### src/design/axi_bridge_config.svh
`ifndef AXI_BRIDGE_CONFIG_SVH
`define AXI_BRIDGE_CONFIG_SVH

// bus and line geometry
`define ADDR_WD 32
`define WORD_WD 32
`define LINE_BEATS 4
`define LINE_WD 128

// axi ids
`define AXI_ID_WD 4
`define INST_RD_ID 0
`define DATA_RD_ID 1
`define WR_ID 1

// fixed AXI attributes, not driven as ports
// arsize/awsize = 3'b010, 4 bytes per beat
// arburst/awburst = 2'b01, INCR
// lock, cache and prot all zero
// every burst is either 1 beat (len 0) or LINE_BEATS beats (len 3)

`endif

### src/design/axi_bridge_pkg.sv
`include "axi_bridge_config.svh"

package axi_bridge_pkg;

	typedef logic [`ADDR_WD-1:0] addr_t;
	typedef logic [`WORD_WD-1:0] word_t;
	typedef logic [`LINE_WD-1:0] line_t;
	typedef logic [`WORD_WD/8-1:0] strb_t;
	typedef logic [`AXI_ID_WD-1:0] axi_id_t;
	typedef logic [$clog2(`LINE_BEATS)-1:0] beat_cnt_t;

	// uncached word or full line refill
	typedef enum logic {
		XFER_WORD,
		XFER_LINE
	} xfer_kind_e;

	typedef struct packed {
		addr_t      addr;
		xfer_kind_e kind;
	} rd_req_t;

	typedef struct packed {
		logic  valid;
		logic  last;
		word_t data;
	} rd_ret_t;

	typedef struct packed {
		addr_t      addr;
		xfer_kind_e kind;
		strb_t      strb;
		line_t      line;
	} wr_req_t;

	typedef struct packed {
		axi_id_t    id;
		addr_t      addr;
		logic [7:0] len;
	} ar_chan_t;

	typedef ar_chan_t aw_chan_t;

	typedef struct packed {
		axi_id_t    id;
		word_t      data;
		logic [1:0] resp;
		logic       last;
	} r_chan_t;

	typedef struct packed {
		word_t data;
		strb_t strb;
		logic  last;
	} w_chan_t;

	typedef struct packed {
		axi_id_t    id;
		logic [1:0] resp;
	} b_chan_t;

	typedef enum logic [1:0] {
		RD_IDLE,
		RD_ADDR,
		RD_DATA
	} rd_state_e;

	typedef enum logic [1:0] {
		WR_IDLE,
		WR_ADDR,
		WR_DATA,
		WR_RESP
	} wr_state_e;

	// clear the byte offset within a line
	function automatic addr_t line_base(addr_t a);
		return a & ~addr_t'(`LINE_WD/8 - 1);
	endfunction

endpackage

### src/design/axi_bridge_top.sv
`timescale 1ns/1ps
`include "axi_bridge_config.svh"

module axi_bridge_top import axi_bridge_pkg::*; (
	input  logic     clk,
	input  logic     reset,

	input  logic     inst_req_i,
	input  rd_req_t  inst_rd_i,
	output logic     inst_rdy_o,
	output rd_ret_t  inst_ret_o,

	input  logic     data_req_i,
	input  rd_req_t  data_rd_i,
	output logic     data_rdy_o,
	output rd_ret_t  data_ret_o,

	input  logic     wr_req_i,
	input  wr_req_t  wr_i,
	output logic     wr_rdy_o,

	output ar_chan_t ar_o,
	output logic     arvalid_o,
	input  logic     arready_i,
	input  r_chan_t  r_i,
	input  logic     rvalid_i,
	output logic     rready_o,

	output aw_chan_t aw_o,
	output logic     awvalid_o,
	input  logic     awready_i,
	output w_chan_t  w_o,
	output logic     wvalid_o,
	input  logic     wready_i,
	input  b_chan_t  b_i,
	input  logic     bvalid_i,
	output logic     bready_o
);

	// write-in-flight info for the read guard
	logic  wr_busy;
	addr_t wr_line;

	refill_read_engine u_rd (
		.clk        (clk),
		.reset      (reset),
		.inst_req_i (inst_req_i),
		.inst_rd_i  (inst_rd_i),
		.inst_rdy_o (inst_rdy_o),
		.inst_ret_o (inst_ret_o),
		.data_req_i (data_req_i),
		.data_rd_i  (data_rd_i),
		.data_rdy_o (data_rdy_o),
		.data_ret_o (data_ret_o),
		.wr_busy_i  (wr_busy),
		.wr_line_i  (wr_line),
		.ar_o       (ar_o),
		.arvalid_o  (arvalid_o),
		.arready_i  (arready_i),
		.r_i        (r_i),
		.rvalid_i   (rvalid_i),
		.rready_o   (rready_o)
	);

	writeback_engine u_wr (
		.clk       (clk),
		.reset     (reset),
		.wr_req_i  (wr_req_i),
		.wr_i      (wr_i),
		.wr_rdy_o  (wr_rdy_o),
		.wr_busy_o (wr_busy),
		.wr_line_o (wr_line),
		.aw_o      (aw_o),
		.awvalid_o (awvalid_o),
		.awready_i (awready_i),
		.w_o       (w_o),
		.wvalid_o  (wvalid_o),
		.wready_i  (wready_i),
		.b_i       (b_i),
		.bvalid_i  (bvalid_i),
		.bready_o  (bready_o)
	);

endmodule

### src/design/refill_read_engine.sv
`timescale 1ns/1ps
`include "axi_bridge_config.svh"

module refill_read_engine import axi_bridge_pkg::*; (
	input  logic     clk,
	input  logic     reset,

	input  logic     inst_req_i,
	input  rd_req_t  inst_rd_i,
	output logic     inst_rdy_o,
	output rd_ret_t  inst_ret_o,

	input  logic     data_req_i,
	input  rd_req_t  data_rd_i,
	output logic     data_rdy_o,
	output rd_ret_t  data_ret_o,

	input  logic     wr_busy_i,
	input  addr_t    wr_line_i,

	output ar_chan_t ar_o,
	output logic     arvalid_o,
	input  logic     arready_i,
	input  r_chan_t  r_i,
	input  logic     rvalid_i,
	output logic     rready_o
);

	rd_state_e state;
	rd_state_e state_nxt;
	ar_chan_t  ar_q;
	logic      data_hit_wr;
	logic      inst_hit_wr;
	logic      data_take;
	logic      inst_take;
	rd_req_t   pick;
	axi_id_t   pick_id;
	logic      r_fire;

	// hold off reads that hit the line of a write still in flight
	assign data_hit_wr = wr_busy_i && (line_base(data_rd_i.addr) == wr_line_i);
	assign inst_hit_wr = wr_busy_i && (line_base(inst_rd_i.addr) == wr_line_i);

	assign data_rdy_o = (state == RD_IDLE) && !data_hit_wr;
	assign data_take  = data_req_i && data_rdy_o;

	// data side wins a same-cycle tie
	assign inst_rdy_o = (state == RD_IDLE) && !inst_hit_wr && !data_take;
	assign inst_take  = inst_req_i && inst_rdy_o;

	assign pick    = data_take ? data_rd_i : inst_rd_i;
	assign pick_id = data_take ? axi_id_t'(`DATA_RD_ID) : axi_id_t'(`INST_RD_ID);

	always_comb begin
		state_nxt = state;
		case (state)
			RD_IDLE: begin
				if (data_take || inst_take) begin
					state_nxt = RD_ADDR;
				end
			end
			RD_ADDR: begin
				if (arready_i) begin
					state_nxt = RD_DATA;
				end
			end
			RD_DATA: begin
				if (rvalid_i && r_i.last) begin
					state_nxt = RD_IDLE;
				end
			end
			default: begin
				state_nxt = RD_IDLE;
			end
		endcase
	end

	always_ff @(posedge clk) begin
		if (reset) begin
			state <= RD_IDLE;
		end else begin
			state <= state_nxt;
		end
	end

	// AR payload, held until the burst is done
	always_ff @(posedge clk) begin
		if (data_take || inst_take) begin
			ar_q.id <= pick_id;
			if (pick.kind == XFER_LINE) begin
				ar_q.addr <= line_base(pick.addr);
				ar_q.len  <= 8'(`LINE_BEATS - 1);
			end else begin
				ar_q.addr <= pick.addr;
				ar_q.len  <= 8'd0;
			end
		end
	end

	assign ar_o      = ar_q;
	assign arvalid_o = (state == RD_ADDR);

	// clients cannot stall returns
	assign rready_o = (state == RD_DATA);
	assign r_fire   = rready_o && rvalid_i;

	// steer each beat by its id
	always_comb begin
		inst_ret_o.valid = r_fire && (r_i.id == axi_id_t'(`INST_RD_ID));
		inst_ret_o.last  = r_i.last;
		inst_ret_o.data  = r_i.data;
		data_ret_o.valid = r_fire && (r_i.id == axi_id_t'(`DATA_RD_ID));
		data_ret_o.last  = r_i.last;
		data_ret_o.data  = r_i.data;
	end

	property p_ar_hold;
		@(posedge clk) disable iff (reset)
		arvalid_o && !arready_i |=> arvalid_o && $stable(ar_o);
	endproperty
	a_ar_hold: assert property (p_ar_hold)
		else $error("arvalid dropped or ar_o changed before arready");

	// slave must answer with the id we issued
	property p_r_id;
		@(posedge clk) disable iff (reset)
		(state == RD_DATA) && rvalid_i |-> r_i.id == ar_q.id;
	endproperty
	a_r_id: assert property (p_r_id)
		else $error("R beat id %0h does not match issued id %0h", r_i.id, ar_q.id);

endmodule

### src/design/writeback_engine.sv
`timescale 1ns/1ps
`include "axi_bridge_config.svh"

module writeback_engine import axi_bridge_pkg::*; (
	input  logic     clk,
	input  logic     reset,

	input  logic     wr_req_i,
	input  wr_req_t  wr_i,
	output logic     wr_rdy_o,

	output logic     wr_busy_o,
	output addr_t    wr_line_o,

	output aw_chan_t aw_o,
	output logic     awvalid_o,
	input  logic     awready_i,
	output w_chan_t  w_o,
	output logic     wvalid_o,
	input  logic     wready_i,
	input  b_chan_t  b_i,
	input  logic     bvalid_i,
	output logic     bready_o
);

	wr_state_e  state;
	wr_state_e  state_nxt;
	aw_chan_t   aw_q;
	line_t      line_q;
	strb_t      strb_q;
	xfer_kind_e kind_q;
	beat_cnt_t  beat_q;
	logic       accept;
	logic       w_fire;
	logic       last_beat;

	assign wr_rdy_o  = (state == WR_IDLE);
	assign accept    = wr_req_i && wr_rdy_o;
	assign w_fire    = wvalid_o && wready_i;
	assign last_beat = (kind_q == XFER_WORD) || (beat_q == beat_cnt_t'(`LINE_BEATS - 1));

	// busy already in the accepting cycle, so a read of this line waits
	assign wr_busy_o = accept || (state != WR_IDLE);
	assign wr_line_o = (state == WR_IDLE) ? line_base(wr_i.addr) : line_base(aw_q.addr);

	always_comb begin
		state_nxt = state;
		case (state)
			WR_IDLE: begin
				if (accept) begin
					state_nxt = WR_ADDR;
				end
			end
			WR_ADDR: begin
				if (awready_i) begin
					state_nxt = WR_DATA;
				end
			end
			WR_DATA: begin
				if (wready_i && last_beat) begin
					state_nxt = WR_RESP;
				end
			end
			WR_RESP: begin
				if (bvalid_i) begin
					state_nxt = WR_IDLE;
				end
			end
			default: begin
				state_nxt = WR_IDLE;
			end
		endcase
	end

	always_ff @(posedge clk) begin
		if (reset) begin
			state  <= WR_IDLE;
			beat_q <= '0;
		end else begin
			state <= state_nxt;
			if (accept) begin
				beat_q <= '0;
			end else if (w_fire) begin
				beat_q <= beat_q + 1'b1;
			end
		end
	end

	// capture the write, then shift one word out per accepted beat
	always_ff @(posedge clk) begin
		if (accept) begin
			aw_q.id <= axi_id_t'(`WR_ID);
			kind_q  <= wr_i.kind;
			line_q  <= wr_i.line;
			if (wr_i.kind == XFER_LINE) begin
				aw_q.addr <= line_base(wr_i.addr);
				aw_q.len  <= 8'(`LINE_BEATS - 1);
				strb_q    <= '1;
			end else begin
				aw_q.addr <= wr_i.addr;
				aw_q.len  <= 8'd0;
				strb_q    <= wr_i.strb;
			end
		end else if (w_fire) begin
			line_q <= line_q >> `WORD_WD;
		end
	end

	assign aw_o      = aw_q;
	assign awvalid_o = (state == WR_ADDR);

	assign wvalid_o = (state == WR_DATA);
	assign w_o.data = line_q[`WORD_WD-1:0];
	assign w_o.strb = strb_q;
	assign w_o.last = last_beat;

	assign bready_o = (state == WR_RESP);

	// W may only start right after the AW handshake
	property p_w_after_aw;
		@(posedge clk) disable iff (reset)
		$rose(wvalid_o) |-> $past(awvalid_o && awready_i);
	endproperty
	a_w_after_aw: assert property (p_w_after_aw)
		else $error("wvalid raised without a preceding AW handshake");

	// wlast lands on the beat the AW length promised, then W goes quiet
	property p_wlast;
		@(posedge clk) disable iff (reset)
		w_fire && w_o.last |-> (beat_q == beat_cnt_t'(aw_o.len)) ##1 !wvalid_o;
	endproperty
	a_wlast: assert property (p_wlast)
		else $error("wlast at beat %0d, awlen %0d", beat_q, aw_o.len);

	property p_b_id;
		@(posedge clk) disable iff (reset)
		bvalid_i && bready_o |-> b_i.id == axi_id_t'(`WR_ID);
	endproperty
	a_b_id: assert property (p_b_id)
		else $error("B response id %0h is not the write id", b_i.id);

endmodule

### config.mk
export PLATFORM = sky130hd
export DESIGN_NAME = axi_bridge_top
export DESIGN_NICKNAME = d
export VERILOG_FILES = /design/src/design/axi_bridge_pkg.sv /design/src/design/axi_bridge_top.sv /design/src/design/refill_read_engine.sv /design/src/design/writeback_engine.sv
export VERILOG_INCLUDE_DIRS = /design/src /design/src/design
export SDC_FILE = /design/constraint.sdc
export NUM_CORES = 1
export LEC_CHECK = 0
export ABC_AREA = 0
export BUFFER_PORTS_ARGS = -buffer_cell sky130_fd_sc_hd__buf_2
export CORE_AREA = 2 2 188 190
export DETAILED_ROUTE_END_ITERATION = 10
export DIE_AREA = 0 0 190 192
export SYNTH_ARGS = -nofsm -noshare
export SYNTH_HDL_FRONTEND = slang
export SYNTH_HIERARCHICAL = 1
export SYNTH_SLANG_ARGS = --single-unit
### constraint.sdc
create_clock -name clk -period 6.29 [get_ports clk]
set_input_delay 1.258 -clock clk [delete_from_list [all_inputs] [get_ports clk]]
set_output_delay 1.258 -clock clk [all_outputs]
set_load 0.1 [all_outputs]
==> summary.txt <==
Area Growth Syn to Fin = 20.1%
CP max FO = 37
Synth area leader = edfxtp_1
Post-synth top cells = edfxtp_1 (199), buf_4 (125), mux2_4 (119)
Routed vias/inst = 4.30
DRC Markers = 0
Number of flops mapped to enable cells by yosys = 199
Main synth FF type = edfxtp_1
Cts hold-fix bufs = 0
Layout net count = 1244
PwrDens = 538 nW/um^2
Normalized max-slew margin = 0.213
Antenna violations before repair = 3
# IOs = 487
CP endpoint kind = output port
Die area = 36500 sq um
Crit start category = flop
RSZ-0062 raised after global routing = false
Util after Layout = 0.377
Most frequent cell after synthesis = edfxtp_1
TritonCTS clock tree = built
Largest net degree at the start of global routing = 136
Synthesized flop and latch total = 205
Rows = 68
Synthesized area = 10700 sq um
Std-Cell Core Area = 34300 sq um
Seq/Total Area, Yosys = 0.567
Tot Pwr = 6.95 mW
Setup bufs post-CTS = 0
F_max = 188 MHz
Max-cap viol count = 0
Post-synth ARST share = 0
Worst Tran Pin Value = 1.18 ns
M1 wire length = 9280 microns
Crit path arrival time = 4.05 ns
Setup TNS Final = 0 ns
HP Class = flop to flop
Vias in the first global route = 6351
GRT overflow = 0
YS warnings = 6
Layout cells sized above 1 = 0.588
Port Buf Inserts = 363
Via count = 6143
Maximum vdd drop = 311 uV
Setup slack at placement = 1.36 ns
Mean post-synth cell area = 15.6 sq um
FILL cells = 3312
First-pass GRT wire length = 37300 microns
Metal3 WL = 2150 microns
Number of H-tree levels = 1
Met2 wire length = 13700 microns
Period utilisation layout = 0.844
Hold Slack = 0.523 ns
Final ANT Viol Nets = 0
GPL Wtd Cong = 0.822
Status = finished clean
Iter 0 DRT Violations = 228
CP required = 5.03 ns
Slew Limit Fails = 0
Die Span X = 190 microns
Setup slack after layout = 0.979 ns
Drt first pass iters = 4
Area share of the largest cell type after synthesis = 0.556
Dpl hpwl = 19500 microns
Clock Skew = 0.0123 ns
Area contributors post-synth = edfxtp_1 (56%), mux2_4 (17%), buf_4 (8.7%), mux2_2 (3.6%), xor2_1 (3.5%)
CTS sink count = 205
CTS Buf Count = 25
Crit path time final = 5.31 ns
Post-Synthesis Cells = 687
Bufs on Longest Clock Path = 3
Final Hold Fails = 0
Clock Root Buffer = clkbuf_16
Setup Viol. Count Final = 0
Total track usage = 0.134
Lkg Pwr = 5.57 nW
PostCTS Resize Cnt = 0
Max Used Layer = met4
CTS clk-pin slew, worst paths = 0.06 ns
Final wirelength = 25800 microns
Die extent in y = 192 microns
Crit Path Class = flop to output port
Clk_lat worst skew = 0.53 ns
Wire per inst = 18.1 microns
Starting density of the core = 0.313
Post-synth cell types = 43
area by class of cell:
type / instances / area [sq um] / share of cell area
clock inverters: 16 / 156 / 0.0121
repair buffers: 369 / 1870 / 0.145
diodes: 2 / 5.00 / 0.000388
well taps: 455 / 569 / 0.0441
multi-input cells: 347 / 3560 / 0.275
flip-flops and latches: 205 / 6100 / 0.472
inverters: 5 / 18.8 / 0.00145
clock buffers: 28 / 637 / 0.0493
kinds of logic after synthesis:
| family | count (synthesis) | synth area share |
|---|---|---|
| flops | 205 | 0.567 |
| mux | 159 | 0.207 |
| buf+inv | 155 | 0.111 |
| simple gates | 91 | 0.0521 |
| xor+xnor | 57 | 0.0464 |
| compound gates | 12 | 0.00873 |
| fa+ha+maj | 5 | 0.00582 |
| other cells | 3 | 0.00105 |
cell usage in the layout, fill, tap and decap left out, drive strengths merged, types with 6 or more instances in the layout:
cell type | Yosys | routed
mux2i | 6 | 6
nand2 | 6 | 6
inv | 5 | 6
dfxtp | 6 | 6
buf | 144 | 369
nor2b | 6 | 6
nand2b | 13 | 13
clkinv | 0 | 11
xor2 | 43 | 43
nor4 | 11 | 11
and3 | 33 | 33
conb | 3 | 23
clkbuf | 6 | 28
xnor2 | 14 | 14
mux2 | 153 | 153
edfxtp | 199 | 199
layer usage:
| metal | global-route usage | up-vias |
|---|---|---|
| met2 | 0.254 | 245 |
| met1 | 0.141 | 2935 |
| met5 | 0 | - |
| met3 | 0.0417 | 59 |
| met4 | 0.0438 | 0 |
| li1 | - | 2904 |
state kept, by name, indices dropped and copies added, names as in the netlist:
signal       cells
u_rd/ar_o       34
u_rd/state       2
u_wr/aw_o       33
u_wr/beat_q      2
u_wr/line_q    128
u_wr/state       2
u_wr/strb_q      4
final timing paths:
path / startpoint / endpoint / slack, ns / cells after the start
setup / recovery: u_wr/state[0]$_SDFFE_PP0P_ / inst_rdy_o / 0.98 / 9
hold / removal: u_wr/state[1]$_SDFFE_PP0P_ / u_wr/state[1]$_SDFFE_PP0P_ / 0.52 / 2
setup reg to reg: u_wr/state[0]$_SDFFE_PP0P_ / u_rd/ar_o[8]$_SDFFCE_PP0P_ / 2.01 / 9
hold reg to reg: u_wr/state[1]$_SDFFE_PP0P_ / u_wr/state[1]$_SDFFE_PP0P_ / 0.52 / 2
worst max-delay path: stages (launching register included):
cell,delay [ns]
dfxtp_1,0.32
inv_1,0.11
ha_2,0.83
mux2_2,0.45
xnor2_1,0.18
nand2_1,0.09
or4_4,0.53
o311a_2,0.41
nor2_1,0.13
buf_2,0.44
metrics by stage:
stage | instances | area (sq um)
after CTS | 1425 | 12900
after global routing | 1427 | 12900
after floorplan | 707 | 10800
after global placement | 1381 | 12100
after detailed placement | 1381 | 12100
final | 1427 | 12900
power breakdown:
group          leakage [nW]  switching [mW]  internal (mW)
Clock                 0.386           0.554          0.845
Sequential             1.98           0.128           2.17
Combinational          3.21            2.29          0.954
Power figures use the tool's default switching activity.
